==> src/include/triangles_consts.svh <==
// ~~~~~~~~~~~~~~~~~~~~~~~~~~~~~~
// triangle display constants
// 640x480 timing, framebuffer size and palette
// ~~~~~~~~~~~~~~~~~~~~~~~~~~~~~~
`ifndef TRIANGLES_CONSTS_SVH
`define TRIANGLES_CONSTS_SVH

`define TRI_H_ACTIVE 640  // visible columns
`define TRI_H_FP 16
`define TRI_H_SYNC 96
`define TRI_H_BP 48
`define TRI_H_TOTAL 800  // clocks per line

`define TRI_V_ACTIVE 480  // visible lines
`define TRI_V_FP 10
`define TRI_V_SYNC 2
`define TRI_V_BP 33
`define TRI_V_TOTAL 525  // lines per frame

`define TRI_FB_WIDTH 160
`define TRI_FB_HEIGHT 120
`define TRI_FB_SCALE 4  // screen pixels per framebuffer pixel

`define TRI_PAL_0 12'h000  // black
`define TRI_PAL_1 12'hF80  // orange
`define TRI_PAL_2 12'h0C0  // green
`define TRI_PAL_3 12'h06F  // blue

`endif

==> src/source/display_pkg.sv <==
// ~~~~~~~~~~~~~~~~~~~~~~~~~~~~~~
// display types for timing and video out
// ~~~~~~~~~~~~~~~~~~~~~~~~~~~~~~
package display_pkg;

    typedef struct packed {
        logic [9:0] sx;  // column
        logic [9:0] sy;  // line
    } screen_pos_t;

    typedef struct packed {
        logic hsync;  // active low
        logic vsync;  // active low
        logic de;
        logic frame;  // start of frame strobe
        logic line;   // start of line strobe
    } sync_t;

    typedef struct packed {
        logic [3:0] red;
        logic [3:0] green;
        logic [3:0] blue;
    } rgb_t;

endpackage

==> src/source/display_timings.sv <==
// ~~~~~~~~~~~~~~~~~~~~~~~~~~~~~~
// 640x480 display timing generator
// screen position and sync decode from two counters
// ~~~~~~~~~~~~~~~~~~~~~~~~~~~~~~
`timescale 1ns/1ps
`include "triangles_consts.svh"

module display_timings (
    input  logic                     clk_pix,
    input  logic                     reset,
    output display_pkg::screen_pos_t pos,
    output display_pkg::sync_t       timing
);

    localparam int hs_start = `TRI_H_ACTIVE + `TRI_H_FP;
    localparam int hs_end = hs_start + `TRI_H_SYNC;
    localparam int vs_start = `TRI_V_ACTIVE + `TRI_V_FP;
    localparam int vs_end = vs_start + `TRI_V_SYNC;

    logic [9:0] sx;  // column counter
    logic [9:0] sy;  // line counter

    always_ff @(posedge clk_pix) begin
        if (reset) begin
            sx <= '0;
            sy <= '0;
        end else if (sx == `TRI_H_TOTAL - 1) begin
            sx <= '0;
            sy <= (sy == `TRI_V_TOTAL - 1) ? '0 : sy + 10'd1;  // wrap at end of frame
        end else begin
            sx <= sx + 10'd1;
        end
    end

    // all outputs straight from the counters
    always_comb begin
        pos.sx = sx;
        pos.sy = sy;
        timing.hsync = !(sx >= hs_start && sx < hs_end);
        timing.vsync = !(sy >= vs_start && sy < vs_end);
        timing.de = (sx < `TRI_H_ACTIVE) && (sy < `TRI_V_ACTIVE);
        timing.frame = (sx == 10'd0) && (sy == 10'd0);
        timing.line = (sx == 10'd0);
    end

endmodule

==> config.mk <==
export PLATFORM = sky130hd
export DESIGN_NAME = display_timings
export DESIGN_NICKNAME = d
export VERILOG_FILES = /design/src/source/display_pkg.sv /design/src/source/display_timings.sv
export VERILOG_INCLUDE_DIRS = /design/src /design/src/include
export SDC_FILE = /design/constraint.sdc
export NUM_CORES = 1
export LEC_CHECK = 0
export BUFFER_PORTS_ARGS = -buffer_cell sky130_fd_sc_hd__buf_2
export CAP_MARGIN = 20
export CORE_MARGIN = 2
export CORE_UTILIZATION = 55
export CTS_CLUSTER_SIZE = 24
export DETAILED_ROUTE_END_ITERATION = 6
export PLACE_DENSITY = 0.84
export SLEW_MARGIN = 20
export SYNTH_ARGS = -nofsm -noshare
export SYNTH_HDL_FRONTEND = slang
export SYNTH_SLANG_ARGS = --single-unit
==> constraint.sdc <==
create_clock -name clk_pix -period 2.5 [get_ports clk_pix]
set_input_delay 0.125 -clock clk_pix [delete_from_list [all_inputs] [get_ports clk_pix]]
set_output_delay 0.125 -clock clk_pix [all_outputs]
set_load 0.01 [all_outputs]
==> metrics.txt <==
initial antenna violation count=0; first-pass GRT wire length=4.23 mm; Clock Skew=0.00527 ns; CP Cell Sequence=ha_1, and4_1, nand3_1, o21ai_1, nor2_1; internal power=0.000426 W; P&R area growth vs syn=14.3%; startpoint types=flip-flop; fmax=between 500 and 600 MHz; GP Congestion=0.814; worst r2r path cells=5; P_leak=0.505 nW; hold_sp=reset; Root Buffer=clkbuf_4; share of cells above drive strength 1=23.8%; CP Buf/Inv Count=0; CP endpoint=sy[0]$_SDFFE_PP0N_; CTS Sinks=20; crit-path leading delay family=simple AND/OR/NAND/NOR gates; Initial DRT Pass Iterations=4; Final #Nets=159; Post-Route Setup TNS=0 ns; asr flop ratio synth=0%; CP max-delay cell=o21ai_1; H-tree Lvls=1; Max Cap Viol=0; dpl cells=174; clock share of power=34.1%; WL/cell=13.2 um; final non-filler cell total=178; via count=996; multi-input logic area=614 um^2; Worst Setup End Kind=flip-flop; final hold violation count=0; number of synthesized register bits=20; Post-synth top flop=dfxtp_1; crit path launch=sx[0]$_SDFF_PP0_; Iter 0 DRT Violations=18; Worst slew margin=64.0%; sequential fraction of the synthesis area=between 30% and 40%; Total GRT Usage=22.2%; pin count of the biggest net entering global routing=12; Avg Cell Area, Syn=approximately 8.6 um^2; post-layout minimum cycle time=1.95 ns; # fillers=166; Ports=27; Setup CP Type=reg2reg; worst-margin pin slew=0.537 ns; Switching Power=0.000126 W; chip height=about 48 um; core area=between 1500 and 2000 um^2; worst-path fanout max=7; DP HPWL=approximately 1.7 mm; flip-flop and latch area=roughly 400 um^2; Max Root-Sink Buffers=2; Post-synth EDFFs=0; DRT antenna net count=0; Tcrit/Tclk final=between 70 and 80%; switch share=22.9%; DRC Markers=0; worst r2r src=sx[0]$_SDFF_PP0_; TritonCTS clock tree=done; run status=finished clean; Die ar.=2340 um^2; post-CTS setup buffer count=0; placed cell area=1200 um^2; Die W=between 40 and 50 um; Mapped Nets=~130; TritonCTS buffer count=3; input/output buffers=26; drt total wl=roughly 2.3 mm; max-slew violations=0; WP data required=around 2.7 ns; post-CTS sizing=0; post-route cell area=1240 um^2; Hold Path Class=in2reg; hold-fix buffers at CTS=0; Final setup viols=0; Crit. path cell count=5; Antenna Cells=0; Post-Syn Instances=126; sequential share of power=59.4%; hold slack=roughly 0.045 ns; Yosys cell types=34; Power Density=447 nW/um^2; Skew-Pair Late Insertion Delay=0.30 ns; Rows=16; Vias/cell=about 5.6; total gr overflow=0; clk slew on worst S/H paths=0.11 ns; VDD IR max=0.393 mV; R2R Path End=sy[0]$_SDFFE_PP0N_; synth warn=0; vias in the first global route=971; Reg2Reg Setup Slack=0.55 ns; CP arrival=around 2.1 ns; synthesized cell area=1080 um^2; biggest cell delay along the critical path=0.50 ns; RSZ-0062 raised after global routing=false; Logic pwr share=under 10%; Initial Util=56.9%
cell type report:
class	count	share of cell area, %
Clock buffer	4	2.93
Inverter	6	1.82
Multi-Input combinational cell	95	49.6
Sequential cell	20	32.4
Tap cell	27	2.73
Timing Repair Buffer	26	10.5
how the worst min path moves through the flow:
stage                         endpoint  slack [ns]  cells after the start
floorplan           sy[1]$_SDFFE_PP0N_        0.19                      1
global placement    sy[1]$_SDFFE_PP0N_        0.37                      2
detailed placement    sx[2]$_SDFF_PP0_        0.37                      2
CTS                   sx[4]$_SDFF_PP0_        0.05                      2
global route          sx[4]$_SDFF_PP0_        0.06                      2
finish                sx[2]$_SDFF_PP0_        0.04                      2
state kept, by name, summed over array words and instances, names as in the netlist:
signal,count
sy,10
sx,10
kinds of logic after synthesis:
| group | count (synthesis) | synth area share (%) |
|---|---|---|
| xor+xnor | 12 | 9.71 |
| simple gates | 65 | 34.0 |
| buf+inv | 11 | 6.24 |
| compound gates | 12 | 6.36 |
| flops | 20 | 37.0 |
| mux | 1 | 0.925 |
| fa+ha+maj | 5 | 5.78 |
worst reg2reg max path: cells and delay by family (launching register included):
kind	cells	cell delay (ns)
compound gates	1	0.50
fa+ha+maj	1	0.23
flops	1	0.43
simple gates	3	0.66
synth_stat cells (all sizes together), types with 2 or more instances:
| library cell | n | area [um^2] |
|---|---|---|
| o21ai | 4 | 20.0 |
| a21oi | 5 | 25.0 |
| xor2 | 6 | 52.6 |
| nand3 | 7 | 35.0 |
| or3 | 3 | 18.8 |
| nand4 | 4 | 40.0 |
| nor4 | 2 | 12.5 |
| and3 | 6 | 40.0 |
| nor2 | 18 | 67.6 |
| and4 | 4 | 36.3 |
| clkbuf | 2 | 18.8 |
| nand2 | 8 | 30.0 |
| ha | 5 | 62.6 |
| inv | 6 | 22.5 |
| xnor2 | 6 | 52.6 |
| nor3 | 7 | 35.0 |
| dfxtp | 20 | 400 |
| buf | 3 | 26.3 |
per-layer routing:
metal	global-route usage, %	up-vias	share of wire [%]	wire length [um]
met1	29.4	464	46	1080
met3	4.01	8	5.1	119
met2	35.9	28	47	1100
met4	9.52	0	2.4	57
li1	-	496	-	-
met5	0	-	0	0
through the flow:
stage                     util (%)  worst slack [ns]  power, W
final                         65.1             0.552  0.000553
after global routing          65.1             0.399  0.000572
after CTS                     65.1             0.570  0.000556
after detailed placement      63.2             0.579  0.000371
after global placement        63.2             0.709  0.000370
after floorplan                  -             0.864  0.000355
layout by cell type, fill, tap and decap left out, types with 4 or more instances in the layout:
cell type | netlist | routed
buf_2 | 0 | 26
dfxtp_1 | 20 | 20
nor2_1 | 18 | 18
nand2_1 | 8 | 8
nor3_1 | 7 | 7
nand3_1 | 7 | 7
inv_1 | 6 | 6
xor2_1 | 6 | 6
xnor2_1 | 6 | 6
a21oi_1 | 5 | 5
ha_1 | 5 | 5
and3_1 | 4 | 4
power groups by stage:
stage / clock network (W) / registers [W] / logic, W
6_report: 0.000188 / 0.000329 / 0.0000359
4_1_cts: 0.000192 / 0.000329 / 0.0000357
3_3_place_gp: 0 / 0.000335 / 0.0000347
3_5_place_dp: 0 / 0.000336 / 0.0000356
5_1_grt: 0.000202 / 0.000330 / 0.0000403
2_1_floorplan: 0 / 0.000337 / 0.0000179
Note: power is estimated with default switching activity, not from simulation.
