<file path="src/include/triangles_consts.svh">
// ~~~~~~~~~~~~~~~~~~~~~~~~~~~~~~
// triangle display constants
// 640x480 timing, framebuffer size and palette
// ~~~~~~~~~~~~~~~~~~~~~~~~~~~~~~
`ifndef TRIANGLES_CONSTS_SVH
`define TRIANGLES_CONSTS_SVH

`define TRI_H_ACTIVE 640  // visible columns
`define TRI_H_FP 16
`define TRI_H_SYNC 96
`define TRI_H_BP 48
`define TRI_H_TOTAL 800  // clocks per line

`define TRI_V_ACTIVE 480  // visible lines
`define TRI_V_FP 10
`define TRI_V_SYNC 2
`define TRI_V_BP 33
`define TRI_V_TOTAL 525  // lines per frame

`define TRI_FB_WIDTH 160
`define TRI_FB_HEIGHT 120
`define TRI_FB_SCALE 4  // screen pixels per framebuffer pixel

`define TRI_PAL_0 12'h000  // black
`define TRI_PAL_1 12'hF80  // orange
`define TRI_PAL_2 12'h0C0  // green
`define TRI_PAL_3 12'h06F  // blue

`endif

</file>
<file path="src/source/geometry_pkg.sv">
// ~~~~~~~~~~~~~~~~~~~~~~~~~~~~~~
// drawing types for the rasterizer
// and the framebuffer write port
// ~~~~~~~~~~~~~~~~~~~~~~~~~~~~~~
package geometry_pkg;

    typedef logic signed [15:0] coord_t;  // framebuffer coordinate

    typedef struct packed {
        coord_t x;
        coord_t y;
    } point_t;

    typedef logic [1:0] cidx_t;  // palette index

    typedef struct packed {
        point_t p0;
        point_t p1;
        point_t p2;
        cidx_t  colour;
    } triangle_t;

    // one pixel write per clock
    typedef struct packed {
        logic   we;
        point_t pos;
        cidx_t  colour;
    } fb_write_t;

endpackage

</file>
<file path="src/source/triangle_draw.sv">
// ~~~~~~~~~~~~~~~~~~~~~~~~~~~~~~
// triangle outline rasterizer
// walks the three edges one pixel per clock
// ~~~~~~~~~~~~~~~~~~~~~~~~~~~~~~
`timescale 1ns/1ps

module triangle_draw (
    input  logic                    clk_pix,
    input  logic                    reset,
    input  logic                    start,
    input  geometry_pkg::triangle_t triangle,
    output geometry_pkg::fb_write_t wr,
    output logic                    busy,
    output logic                    done
);

    // state of one line walk
    typedef struct packed {
        geometry_pkg::point_t pos;   // pixel written this cycle
        geometry_pkg::point_t stop;  // far end of the edge
        geometry_pkg::coord_t dx;    // never negative
        geometry_pkg::coord_t dy;    // never positive
        geometry_pkg::coord_t err;
        logic                 left;  // x steps down
        logic                 up;    // y steps down
    } walk_t;

    geometry_pkg::triangle_t held;
    walk_t                   walk;
    logic [1:0]              edge_idx;  // 0 p0-p1, 1 p1-p2, 2 p2-p0
    geometry_pkg::point_t    seg_a;
    geometry_pkg::point_t    seg_b;
    logic                    edge_end;

    function automatic walk_t walk_init(
        input geometry_pkg::point_t a,
        input geometry_pkg::point_t b
    );
        walk_t w;
        w.pos = a;
        w.stop = b;
        w.left = b.x < a.x;
        w.up = b.y < a.y;
        w.dx = w.left ? a.x - b.x : b.x - a.x;
        w.dy = w.up ? b.y - a.y : a.y - b.y;
        w.err = w.dx + w.dy;
        return w;
    endfunction

    function automatic walk_t walk_step(input walk_t w);
        walk_t                n;
        geometry_pkg::coord_t e2;
        n = w;
        e2 = w.err <<< 1;
        if (e2 >= w.dy) begin
            n.err = n.err + w.dy;
            n.pos.x = w.left ? w.pos.x - 16'sd1 : w.pos.x + 16'sd1;
        end
        if (e2 <= w.dx) begin
            n.err = n.err + w.dx;
            n.pos.y = w.up ? w.pos.y - 16'sd1 : w.pos.y + 16'sd1;
        end
        return n;
    endfunction

    assign edge_end = (walk.pos == walk.stop);

    // endpoints of the edge after the current one
    always_comb begin
        if (edge_idx == 2'd0) begin
            seg_a = held.p1;
            seg_b = held.p2;
        end else begin
            seg_a = held.p2;
            seg_b = held.p0;
        end
    end

    always_ff @(posedge clk_pix) begin
        if (reset) begin
            busy <= 1'b0;
            done <= 1'b0;
            edge_idx <= '0;
        end else begin
            done <= 1'b0;
            if (!busy) begin
                if (start) begin
                    busy <= 1'b1;
                    edge_idx <= 2'd0;
                end
            end else if (edge_end) begin
                if (edge_idx == 2'd2) begin  // last pixel of the outline
                    busy <= 1'b0;
                    done <= 1'b1;
                end else begin
                    edge_idx <= edge_idx + 2'd1;
                end
            end
        end
    end

    // next edge starts on the shared vertex so there is no idle cycle
    always_ff @(posedge clk_pix) begin
        if (!busy && start) begin
            held <= triangle;
            walk <= walk_init(triangle.p0, triangle.p1);
        end else if (busy) begin
            walk <= edge_end ? walk_init(seg_a, seg_b) : walk_step(walk);
        end
    end

    always_comb begin
        wr.we = busy;
        wr.pos = walk.pos;
        wr.colour = held.colour;
    end

endmodule

</file>
<file path="config.mk">
export PLATFORM = sky130hd
export DESIGN_NAME = triangle_draw
export DESIGN_NICKNAME = d
export VERILOG_FILES = /design/src/include/triangles_consts.svh /design/src/source/geometry_pkg.sv /design/src/source/triangle_draw.sv
export SDC_FILE = /design/constraint.sdc
export NUM_CORES = 1
export LEC_CHECK = 0
export BUFFER_PORTS_ARGS = -buffer_cell sky130_fd_sc_hd__buf_4
export CAP_MARGIN = 5
export CORE_ASPECT_RATIO = 0.8
export CORE_MARGIN = 3
export CORE_UTILIZATION = 45
export CTS_CLUSTER_DIAMETER = 40
export CTS_CLUSTER_SIZE = 25
export DETAILED_ROUTE_END_ITERATION = 7
export GPL_ROUTABILITY_DRIVEN = 0
export SLEW_MARGIN = 15
export SYNTH_ARGS = -nofsm -noshare
export SYNTH_HDL_FRONTEND = slang
export SYNTH_SLANG_ARGS = --single-unit
</file>
<file path="constraint.sdc">
create_clock -name clk_pix -period 7.39 [get_ports clk_pix]
set_input_delay 0 -clock clk_pix [delete_from_list [all_inputs] [get_ports clk_pix]]
set_output_delay 0 -clock clk_pix [all_outputs]
set_load 0.02 [all_outputs]
</file>
==> out/metrics.csv <==
metric,value,unit
status,finished clean,
fin_tns_setup,0,ps
final_util,0.539,
gr-total-overflow,0,
slowest_stage,o31ai_4,
synth_cells,2170,
clk_pin_slew,60,ps
fmax,147,MHz
hold_end,held[19],
h-tree-depth,2,
netlist_area,20100,µm²
reg2reg_setup_slack,580,ps
slew_viol_final,0,
avgSynthCellArea,9.26,µm²
slowest_delay,510,ps
wl_per_cell,21.5,µm
drc,0,
clk_path_buf_depth,3,
syn2layout_area_growth,17.2,%
grt_max_degree,98,
cts-resized-gates,0,
power.density,325,nW/µm²
synthArstFlopShare,0,
tritoncts,yes,
drt_iter0_markers,1667,
clock_skew,38.8,ps
placedCellCount,2798,
path_common_cell,o21ai_0,
die_y,195,µm
yosysWarnings,0,
worstHoldPathCells,2,
multi_input_area,12300,µm²
final_common_cell,ha_1,
fill_cells,3918,
regArea,6420,µm²
seq_area_frac_synth,0.319,
synth_edf_count,211,
ys_ff_latch,215,
io_pins,138,
rr_worst_depth,24,
r2r-start,edge_idx[0],
crit_type,register to register,
cts_setup_buffers,0,
crit_start,edge_idx[0],
core_region_area,43600,µm²
clkSinkCount,215,
grt_pass1_wl,97.2,mm
fp.dieArea,47200,µm²
drive_gt1_frac,0.124,
worst_slew_pin_slew,1070,ps
drtPass1Iterations,7,
cts_root_buffer,clkbuf_16,
cts_buffers,35,
final_cell_mix,"239 x ha_1, 211 x edfxtp_1, 209 x inv_1",
cp_max_fo,24,
cp.required,7710,ps
cp-start-kind,register,
cts_hold_buf,100,
insertion_delay,540,ps
via_per_inst,5.86,
rows,68,
dr_total_vias,17400,
die_w,242,µm
nets,2695,
post-route-min-period,6810,ps
grt_usage,0.263,
cap_violations,0,
power.leakage,10.5,nW
routed_wl,63.7,mm
hp-class,input port to register,
dpl.hpwl,49.7,mm
hold_start,triangle[19],
final_hold_viol_count,0,
rsz0062_at_grt,false,
antenna_cells,0,
antenna_left,0,
cp_num_buf_inv,3,
syn_nets,2525,
yosys.cell_types.count,87,
port-buffer-count,137,
layout.cells.non_filler,2959,
synth-main-ff-cell,edfxtp_1,
vdd_drop_max,0.228,mV
grt_pass1_vias,16600,
period_share,0.921,
maxSlewHeadroom,0.288,
initial_core_util,0.460,
crit_path_cell_trace,inv_1 -> ha_4 -> mux2i_1 -> inv_1 -> ha_1 -> fa_1 -> nand3b_1 -> a211oi_1 -> o32ai_2 -> o31ai_4 -> buf_4 -> mux2i_1 -> xnor2_1 -> ha_1 -> o21ai_0 -> nor2_1 -> or4_1 -> a31oi_1 -> nor2b_1 -> o21ai_0 -> a211o_1 -> o21ai_0 -> xnor2_1 -> a222oi_1,
path_delay_family,compound AO/OA/AOI/OAI gates,
worstSetupEndpointType,register,
cp.arrival,7130,ps
reg2reg_to,walk[16],
setup_violations,0,
antenna_found_initial,0,
-- sequential cells by signal, indices dropped and copies added, names as in the netlist --
signal    count
busy          1
done          1
edge_idx      2
held         96
walk         81
wr           34
-- worst max-delay path by stage --
stage	end	slack, ps	depth (start not counted)
after floorplan	walk[16]	1000	28
after global placement	walk[16]	910	24
after detailed placement	walk[16]	760	24
after CTS	walk[16]	720	24
after global routing	walk[16]	80	24
final	walk[16]	580	24
-- layout make-up --
type | instances | share of cell area
multi-input cells | 1621 | 0.522
repair buffers | 257 | 0.0926
inverters | 210 | 0.0338
clock inverters | 22 | 0.00951
flip-flops and latches | 215 | 0.273
well taps | 595 | 0.0316
clock buffers | 39 | 0.0378
-- kinds of logic after synthesis --
| group | synth area share |
|---|---|
| buf+inv | 0.0710 |
| fa+ha+maj | 0.163 |
| compound gates | 0.203 |
| mux | 0.0585 |
| xor+xnor | 0.0683 |
| flops | 0.319 |
| simple gates | 0.117 |
-- synth_stat cells (5+ instances only) --
cell | number | area (µm²)
and2_1 | 11 | 68.8
and3_1 | 8 | 50.1
nor2b_1 | 33 | 206
a221oi_1 | 11 | 96.3
or2_2 | 6 | 37.5
a21oi_1 | 144 | 721
edfxtp_1 | 211 | 6340
xnor2_1 | 100 | 876
buf_1 | 9 | 33.8
o21ai_0 | 93 | 465
buf_2 | 20 | 100
nor4_1 | 7 | 43.8
inv_1 | 210 | 788
o211ai_1 | 14 | 105
o21bai_1 | 15 | 113
clkbuf_1 | 56 | 210
nand4_1 | 16 | 100
ha_1 | 240 | 3000
fa_1 | 14 | 280
xor2_1 | 54 | 473
a31o_2 | 9 | 78.8
o21ai_1 | 8 | 40.0
a21boi_0 | 6 | 45.0
o31ai_1 | 40 | 300
o21a_1 | 19 | 143
a31oi_1 | 38 | 238
buf_4 | 37 | 278
mux2i_1 | 65 | 651
a211oi_1 | 23 | 173
or3_1 | 15 | 93.8
a211o_1 | 5 | 43.8
a22o_1 | 23 | 201
o22ai_1 | 17 | 106
nor2_1 | 126 | 473
o31a_1 | 7 | 61.3
nand2_1 | 168 | 631
nand3_1 | 35 | 175
mux2_2 | 43 | 484
a21o_1 | 69 | 518
nor3_1 | 43 | 215
nand2b_1 | 15 | 93.8
-- metrics by stage --
stage                     instance area [µm²]  setup slack, ps  hold WS [ps]  power (W)
final                                   23500              581           170    0.00765
after global placement                  21400              911           178    0.00586
after CTS                               23500              719           144    0.00760
after floorplan                         20100              998          72.1    0.00490
after detailed placement                21400              759           180    0.00595
after global routing                    23500             76.8           177    0.00817
-- per-layer routing --
metal	track usage	routed length [µm]
met1	0.395	30000
met2	0.371	25400
met3	0.0666	6580
met4	0.0783	1710
met5	0	0
-- power breakdown --
| part | switching, W | internal (W) | leakage (nW) |
|---|---|---|---|
| logic | 0.00241 | 0.00181 | 7.94 |
| registers | 0.000224 | 0.00163 | 2.08 |
| clock network | 0.000625 | 0.000957 | 0.534 |
No activity file was read; power rests on OpenSTA's default activity.
