### src/include/triangles_consts.svh
// ~~~~~~~~~~~~~~~~~~~~~~~~~~~~~~
// triangle display constants
// 640x480 timing, framebuffer size and palette
// ~~~~~~~~~~~~~~~~~~~~~~~~~~~~~~
`ifndef TRIANGLES_CONSTS_SVH
`define TRIANGLES_CONSTS_SVH

`define TRI_H_ACTIVE 640  // visible columns
`define TRI_H_FP 16
`define TRI_H_SYNC 96
`define TRI_H_BP 48
`define TRI_H_TOTAL 800  // clocks per line

`define TRI_V_ACTIVE 480  // visible lines
`define TRI_V_FP 10
`define TRI_V_SYNC 2
`define TRI_V_BP 33
`define TRI_V_TOTAL 525  // lines per frame

`define TRI_FB_WIDTH 160
`define TRI_FB_HEIGHT 120
`define TRI_FB_SCALE 4  // screen pixels per framebuffer pixel

`define TRI_PAL_0 12'h000  // black
`define TRI_PAL_1 12'hF80  // orange
`define TRI_PAL_2 12'h0C0  // green
`define TRI_PAL_3 12'h06F  // blue

`endif

### src/source/geometry_pkg.sv
// ~~~~~~~~~~~~~~~~~~~~~~~~~~~~~~
// drawing types for the rasterizer
// and the framebuffer write port
// ~~~~~~~~~~~~~~~~~~~~~~~~~~~~~~
package geometry_pkg;

    typedef logic signed [15:0] coord_t;  // framebuffer coordinate

    typedef struct packed {
        coord_t x;
        coord_t y;
    } point_t;

    typedef logic [1:0] cidx_t;  // palette index

    typedef struct packed {
        point_t p0;
        point_t p1;
        point_t p2;
        cidx_t  colour;
    } triangle_t;

    // one pixel write per clock
    typedef struct packed {
        logic   we;
        point_t pos;
        cidx_t  colour;
    } fb_write_t;

endpackage

### src/source/shape_decode.sv
// ~~~~~~~~~~~~~~~~~~~~~~~~~~~~~~
// shape decode stage
// steps through the triangle table one triangle per done
// ~~~~~~~~~~~~~~~~~~~~~~~~~~~~~~
`timescale 1ns/1ps

module shape_decode (
    input  logic                    clk_pix,
    input  logic                    reset,
    input  logic                    frame,
    input  logic                    done,
    output logic                    start,
    output geometry_pkg::triangle_t triangle,
    output logic                    complete
);

    typedef enum logic [1:0] {st_idle, st_issue, st_wait, st_finished} state_t;

    localparam logic [1:0] last_shape = 2'd2;

    state_t     state;
    logic [1:0] shape_idx;

    function automatic geometry_pkg::point_t pt(input int x, input int y);
        geometry_pkg::point_t p;
        p.x = geometry_pkg::coord_t'(x);
        p.y = geometry_pkg::coord_t'(y);
        return p;
    endfunction

    // fixed table of outlines
    function automatic geometry_pkg::triangle_t shape_entry(input logic [1:0] idx);
        geometry_pkg::triangle_t t;
        case (idx)
            2'd0: begin
                t.p0 = pt(10, 30);
                t.p1 = pt(30, 90);
                t.p2 = pt(65, 45);
                t.colour = 2'd1;  // orange
            end
            2'd1: begin
                t.p0 = pt(35, 100);
                t.p1 = pt(120, 50);
                t.p2 = pt(85, 5);
                t.colour = 2'd2;  // green
            end
            default: begin
                t.p0 = pt(30, 15);
                t.p1 = pt(150, 40);
                t.p2 = pt(80, 110);
                t.colour = 2'd3;  // blue
            end
        endcase
        return t;
    endfunction

    always_ff @(posedge clk_pix) begin
        if (reset) begin
            state <= st_idle;
            shape_idx <= '0;
        end else begin
            case (state)
                st_idle: if (frame) state <= st_issue;
                st_issue: state <= st_wait;
                st_wait: begin
                    if (done) begin
                        if (shape_idx == last_shape) begin
                            state <= st_finished;
                        end else begin
                            shape_idx <= shape_idx + 2'd1;
                            state <= st_issue;
                        end
                    end
                end
                default: state <= st_finished;  // held until reset
            endcase
        end
    end

    // triangle is ready by the issue cycle
    always_ff @(posedge clk_pix) begin
        if (state == st_idle) begin
            triangle <= shape_entry(2'd0);
        end else if (state == st_wait && done) begin
            triangle <= shape_entry(shape_idx + 2'd1);
        end
    end

    assign start = (state == st_issue);
    assign complete = (state == st_finished);

endmodule

### config.mk
export PLATFORM = sky130hd
export DESIGN_NAME = shape_decode
export DESIGN_NICKNAME = d
export VERILOG_FILES = /design/src/include/triangles_consts.svh /design/src/source/geometry_pkg.sv /design/src/source/shape_decode.sv
export SDC_FILE = /design/constraint.sdc
export NUM_CORES = 1
export LEC_CHECK = 0
export BUFFER_PORTS_ARGS = -buffer_cell sky130_fd_sc_hd__buf_2
export CELL_PAD_IN_SITES_DETAIL_PLACEMENT = 2
export CELL_PAD_IN_SITES_GLOBAL_PLACEMENT = 2
export CORE_AREA = 10 10 71 133
export DETAILED_ROUTE_END_ITERATION = 16
export DIE_AREA = 0 0 81 143
export GPL_ROUTABILITY_DRIVEN = 0
export PLACE_DENSITY = 0.84
export SYNTH_ARGS = -nofsm -noshare
export SYNTH_HDL_FRONTEND = slang
export SYNTH_SLANG_ARGS = --single-unit
### constraint.sdc
create_clock -name clk_pix -period 1.3 [get_ports clk_pix]
set_input_delay 0.13 -clock clk_pix [delete_from_list [all_inputs] [get_ports clk_pix]]
set_output_delay 0.13 -clock clk_pix [all_outputs]
set_load 0.05 [all_outputs]
==> results.json, run 1 <==
{
  "outcome": "completed",
  "ys.flop_type": "dfxtp_1",
  "rrSetupSlack_ns": 0.08,
  "fin_nets": 172,
  "ys_types": 26,
  "fin_util": 0.160,
  "ys_ff_latch": 10,
  "clk_pin_slew_ns": 0.04,
  "min_path_cells": 2,
  "syn_area_per_cell_um2": 8.14,
  "nFillCells": 895,
  "htree_levels": 1,
  "fin_crit_sh": 0.948,
  "grt_overflow_total": 0,
  "p_leak_uw": 0.000619,
  "yosysMostFrequentCell": "buf_4",
  "hold_viol_final": 0,
  "port_buffers": 37,
  "r2r-start": "shape_idx[0]$_SDFFE_PP0P_",
  "netSwitchingFraction": 0.488,
  "fmaxAchievable_ghz": 0.811,
  "postLayoutCellArea_um2": 1160,
  "yosys.area.top_type": "buf_4",
  "area_growth_pct": -4.02,
  "hp-start": "reset",
  "period_minus_slack_ns": 1.23,
  "p_per_area_nw_per_um2": 1440,
  "ios": 104,
  "design.die.area_um2": 11600,
  "rsz0062_at_grt": "false",
  "dpl_cell_area_um2": 1070,
  "wl_per_cell_um": 12.2,
  "pwr-share-comb": 0.417,
  "antenna_found_initial": 0,
  "synthCells": 149,
  "fp.coreArea_um2": 7270,
  "yosysTopAreaCellShare": 0.570,
  "ir_drop_mv": 0.306,
  "power.switching_uw": 815,
  "critical_path_class": "reg -> out",
  "yosys-top-cells-area": "buf_4 (57%), dfxtp_1 (17%), ha_1 (5.2%)",
  "reg2reg_depth": 5,
  "rows": 44,
  "drive_gt1_frac": 0.321,
  "clock-root-buffer": "clkbuf_16",
  "ys_warn_count": 0,
  "postSynth.asyncResetShare": 0,
  "cap_violations": 0,
  "clkSinkCount": 10,
  "grt_pass1_vias": 893,
  "seqPwrFrac": 0.210,
  "min_path_type": "in -> reg",
  "clk_path_buf_depth": 2,
  "grt_usage": 0.0471,
  "fin_skew_ns": 0.00109,
  "worstSetupStartpointType": "flip-flop",
  "syn_area_um2": 1210,
  "grt_max_degree": 15,
  "num_vias": 749,
  "cts_tree": "yes",
  "place_hpwl_mm": 2.72,
  "pwr-share-clk": 0.373,
  "ys_seq_area_frac": 0.165,
  "synth_common_cells": "buf_4 (92), dfxtp_1 (10), a21oi_1 (5), ha_1 (5), nor2b_1 (4)",
  "final-setup-viol-count": 0,
  "via_per_inst": 2.95,
  "grt_pass1_wl_mm": 4.28,
  "power.internal_uw": 855,
  "cp_max_fo": 14,
  "die_x_um": 81,
  "drv_slew": 0,
  "start_util": 0.167,
  "insertion_delay_ns": 0.24,
  "drc": 0,
  "dr.pass1.iters": 3,
  "die_h_um": 143,
  "cp_data_required_time_ns": 1.17,
  "crit_path_end_kind": "output port",
  "insertedDiodeCount": 0,
  "ant_nets": 0,
  "wl_mm": 3.10,
  "first_iter_violations": 8,
  "cp.arrival_ns": 1.10,
  "setup.worst_path.start": "state[0]$_SDFFE_PP0P_",
  "numCtsBuffers": 3,
  "synth-edff-count": 0
}
[flip-flops by register name, summed over array words and instances (netlist names)]
register and count:
triangle 6, state 2, shape_idx 2
[kinds of logic (layout without fill, tap and decap cells)]
group | count (synthesis) | in the layout | synth area share
AOI/OAI and AO/OA | 13 | 13 | 0.0671
xor gates and xnor gates | 1 | 1 | 0.00723
adders and majority gates | 5 | 5 | 0.0516
buffers and inverters | 98 | 47 | 0.596
DFF | 10 | 10 | 0.165
muxes | 1 | 1 | 0.00826
other | 2 | 66 | 0.00619
and+or+nand+nor | 19 | 19 | 0.0981
[repair_timing]
action | CTS | global route
gates resized for setup | 4 | 2
setup buffers | 0 | 0
pin swaps | 0 | 1
hold buffers | 0 | 0
endpoints found under the setup margin | 3 | 2
cloned | 0 | 0
[per-stage QoR]
stage	hold WS [ns]	std cells	power [µW]	TNS (ns)	worst slack, ns
after floorplan	0.199	213	1170	0	0.00204
after global placement	0.369	250	1030	0	0.0469
after detailed placement	0.376	250	1040	-0.0275	-0.0275
after CTS	0.117	254	1660	0	0.00515
after global routing	0.127	254	1730	0	0.00975
final	0.116	254	1670	0	0.0674
[cell type report]
| cell class | instances | area, µm² | share of cell area |
|---|---|---|---|
| multi-input cells | 105 | 534 | 0.459 |
| repair buffers | 40 | 210 | 0.181 |
| flip-flops and latches | 10 | 204 | 0.175 |
| well taps | 92 | 115 | 0.0989 |
| clock buffers | 4 | 88.8 | 0.0763 |
| inverters | 3 | 11.3 | 0.00968 |
[cells in the final DEF (no fill, tap or decap)]
cell,count
ha_1,4
ha_2,1
buf_4,3
o211ai_1,1
nand3_1,2
mux2i_1,1
or2b_1,1
and2b_2,1
nand2_1,3
clkbuf_16,3
dfxtp_1,7
or3b_1,1
o22ai_1,2
nor2_1,3
a21oi_1,5
inv_1,2
a22o_1,1
nor2b_1,3
and4bb_4,1
dfxtp_2,3
and2_1,1
clkbuf_8,1
conb_1,66
buf_2,36
o21ai_0,2
nand2b_1,1
o2bb2ai_1,2
nor2b_2,1
xnor2_1,1
clkbuf_4,1
inv_2,1
and2b_1,1
[power by group through the flow]
stage          Sequential (µW)  Combinational [µW]  Clock, µW
6_report                   350                 697        623
5_1_grt                    355                 728        644
4_1_cts                    351                 686        628
3_5_place_dp               355                 683          0
3_3_place_gp               352                 678          0
2_1_floorplan              369                 798          0
[worst paths after layout]
check	endpoint
worst max register to register	shape_idx[1]$_SDFFE_PP0P_
worst min register to register	triangle[71]$_SDFFE_PN0P_
worst max-delay path	complete
worst min-delay path	shape_idx[0]$_SDFFE_PP0P_
[worst max-delay path, cell delays in order (launching register included)]
cell     delay, ns
dfxtp_2       0.45
and2_1        0.16
buf_2         0.26
[per-layer routing]
| metal | global-route usage | routed length (µm) | vias to the layer above |
|---|---|---|---|
| met5 | 0 | 0 | - |
| met4 | 0.0220 | 31 | 0 |
| met3 | 0.0365 | 621 | 4 |
| met2 | 0.0843 | 1530 | 80 |
| met1 | 0.0347 | 918 | 333 |
| li1 | - | - | 332 |
No activity file was read; power rests on OpenSTA's default activity.
==> inputs of run 2 (changes only) <==
--- a/config.mk
+++ b/config.mk
@@ -8,11 +8,10 @@
 export BUFFER_PORTS_ARGS = -buffer_cell sky130_fd_sc_hd__buf_2
 export CELL_PAD_IN_SITES_DETAIL_PLACEMENT = 2
 export CELL_PAD_IN_SITES_GLOBAL_PLACEMENT = 2
-export CORE_AREA = 10 10 71 133
+export CORE_AREA = 10 10 131 73
 export DETAILED_ROUTE_END_ITERATION = 16
-export DIE_AREA = 0 0 81 143
-export GPL_ROUTABILITY_DRIVEN = 0
-export PLACE_DENSITY = 0.84
+export DIE_AREA = 0 0 141 83
+export PLACE_DENSITY = 0.85
 export SYNTH_ARGS = -nofsm -noshare
 export SYNTH_HDL_FRONTEND = slang
 export SYNTH_SLANG_ARGS = --single-unit
==> run 2 against run 1 <==
Via count down 5.5%. Routed wire length is 1.7% lower. Global-route usage increased by 0.11 points. Register-to-register slack lost 0.02 ns. Hold slack got worse by 0.011 ns. Clock-buffer cell count did not move. Worst setup slack got worse by 0.0077 ns. Design area is 0.54% lower.
==> results.json, run 2 (synthesized netlist as in run 1, its figures left out) <==
{
  "antenna_found_initial": 0,
  "postLayoutCellArea_um2": 1160,
  "seqPwrFrac": 0.209,
  "min_path_type": "in -> reg",
  "clock-root-buffer": "clkbuf_16",
  "final-setup-viol-count": 0,
  "cts_tree": "yes",
  "met2_usage": 0.0920,
  "crit_chain": "inv_2 > ha_1 > and4bb_4 > mux2i_1 > nor2_1",
  "pwr-share-clk": 0.370,
  "place_congestion": 0.634,
  "netSwitchingFraction": 0.486,
  "numCtsBuffers": 3,
  "period_minus_slack_ns": 1.24,
  "insertedDiodeCount": 0,
  "crit_buf_inv": 1,
  "p_per_area_nw_per_um2": 1430,
  "cp_slowest_cell": "and4bb_4",
  "endpoint": "shape_idx[1]$_SDFFE_PP0P_",
  "via_per_inst": 2.75,
  "cp_max_fo": 3,
  "fin_setup_tns_ns": 0,
  "die_x_um": 141,
  "fp.coreArea_um2": 7210,
  "grt_usage": 0.0482,
  "cts_setup_buffers": 0,
  "largest_register_ffs": 6,
  "multi_input_area_um2": 532,
  "ant_nets": 0,
  "cts_hold_buf": 0,
  "dr.pass1.iters": 3,
  "grt-busiest-layer": "met2",
  "start_util": 0.168,
  "rrSetupSlack_ns": 0.06,
  "worstSetupStartpointType": "flip-flop",
  "worstReg2RegEnd": "shape_idx[1]$_SDFFE_PP0P_",
  "place_hpwl_mm": 2.59,
  "r2r-start": "shape_idx[0]$_SDFFE_PP0P_",
  "grt_overflow_total": 0,
  "ios": 104,
  "layout_common_cells": "conb_1 (66), buf_2 (36), dfxtp_1 (8)",
  "setup_slack_ns": 0.0597,
  "top_regs": "triangle: 6 flops, shape_idx: 2 flops, state: 2 flops",
  "grt_max_degree": 15,
  "met3_usage": 0.0227,
  "clk_pin_slew_ns": 0.04,
  "cp_data_required_time_ns": 1.43,
  "outcome": "completed",
  "fin_crit_sh": 0.954,
  "num_vias": 708,
  "cp.arrival_ns": 1.37,
  "wl_mm": 3.05,
  "hold_viol_final": 0,
  "cap_violations": 0,
  "use_met1": 0.0385,
  "drv_slew": 0,
  "setup.worst_path.start": "shape_idx[0]$_SDFFE_PP0P_",
  "grt_pass1_wl_mm": 4.49,
  "rows": 22,
  "first_iter_violations": 29,
  "worst-path-stages": 5,
  "cpPeakStageDelay_ns": 0.34,
  "rsz0062_at_grt": "false",
  "dpl_cell_area_um2": 1060,
  "port_buffers": 37,
  "top_register": "triangle",
  "critical_path_class": "reg -> reg",
  "drc": 0,
  "power.switching_uw": 804,
  "design.die.area_um2": 11700,
  "hold_ws_ns": 0.105,
  "reg2reg_depth": 5,
  "insertion_delay_ns": 0.24,
  "ir_drop_mv": 0.364,
  "crit_family": "simple AND/OR/NAND/NOR gates",
  "fmaxAchievable_ghz": 0.806,
  "clkSinkCount": 10,
  "nFillCells": 895,
  "layout_commonest_cell": "conb_1",
  "die_h_um": 83,
  "drive_gt1_frac": 0.304,
  "grt_pass1_vias": 784,
  "power.internal_uw": 852,
  "area_growth_pct": -4.54,
  "fin_skew_ns": 0.000805,
  "crit_path_end_kind": "flip-flop",
  "pre_cts_ws_ns": 0.0242,
  "htree_levels": 1,
  "regArea_um2": 203,
  "p_leak_uw": 0.000614,
  "fin_nets": 171,
  "wl_per_cell_um": 11.9,
  "clk_path_buf_depth": 2,
  "pwr-share-comb": 0.421
}
## run 2: cell types whose count changed in the layout (fill, tap and decap cells not counted), sizes merged
cell and delta:
buf -1
## run 2: per-stage QoR
stage / util / power (µW) / instances
5_1_grt: 0.160 / 1720 / 257
2_1_floorplan: - / 1170 / 213
6_report: 0.160 / 1660 / 257
3_3_place_gp: 0.147 / 1030 / 253
4_1_cts: 0.160 / 1660 / 257
3_5_place_dp: 0.147 / 1030 / 253
## run 2: power by group through the flow
stage | Combinational, µW | Clock [µW] | Sequential, µW
after floorplan | 798 | 0 | 369
after global placement | 677 | 0 | 351
after detailed placement | 683 | 0 | 352
after CTS | 686 | 630 | 348
after global routing | 725 | 644 | 352
final | 696 | 613 | 347
## run 2: metal layers
layer,routed length [µm],share of wire,vias up
li1,-,-,333
met1,980,0.32,317
met2,1640,0.54,53
met3,358,0.12,5
met4,70,0.023,0
met5,0,0,-
## run 2: worst reg2reg max path: stages (launching register included)
cell and delay, ns:
dfxtp_2 0.33, inv_2 0.05, ha_1 0.19, and4bb_4 0.34, mux2i_1 0.18, nor2_1 0.05
## run 2: worst min-delay path by stage
stage,depth (start not counted),from,endpoint,slack (ns)
CTS,2,reset,shape_idx[0]$_SDFFE_PP0P_,0.12
floorplan,1,reset,state[0]$_SDFFE_PP0P_,0.20
detailed placement,2,reset,shape_idx[0]$_SDFFE_PP0P_,0.37
finish,2,reset,shape_idx[0]$_SDFFE_PP0P_,0.10
global placement,2,reset,state[1]$_SDFFE_PP0P_,0.37
global route,2,reset,shape_idx[0]$_SDFFE_PP0P_,0.12
## run 2: repair_timing
item,in CTS,in global routing
pin swaps,0,0
endpoints found under the setup margin,2,2
endpoints found under the hold margin,0,0
cloned,0,0
gates resized for setup,1,3
## run 2: cell type report
| cell class | count | area share |
|---|---|---|
| clock buffer | 4 | 0.0768 |
| inverter | 3 | 0.00973 |
| multi-input combinational | 105 | 0.459 |
| sequential | 10 | 0.175 |
| tap | 96 | 0.104 |
| timing repair buffer | 39 | 0.175 |
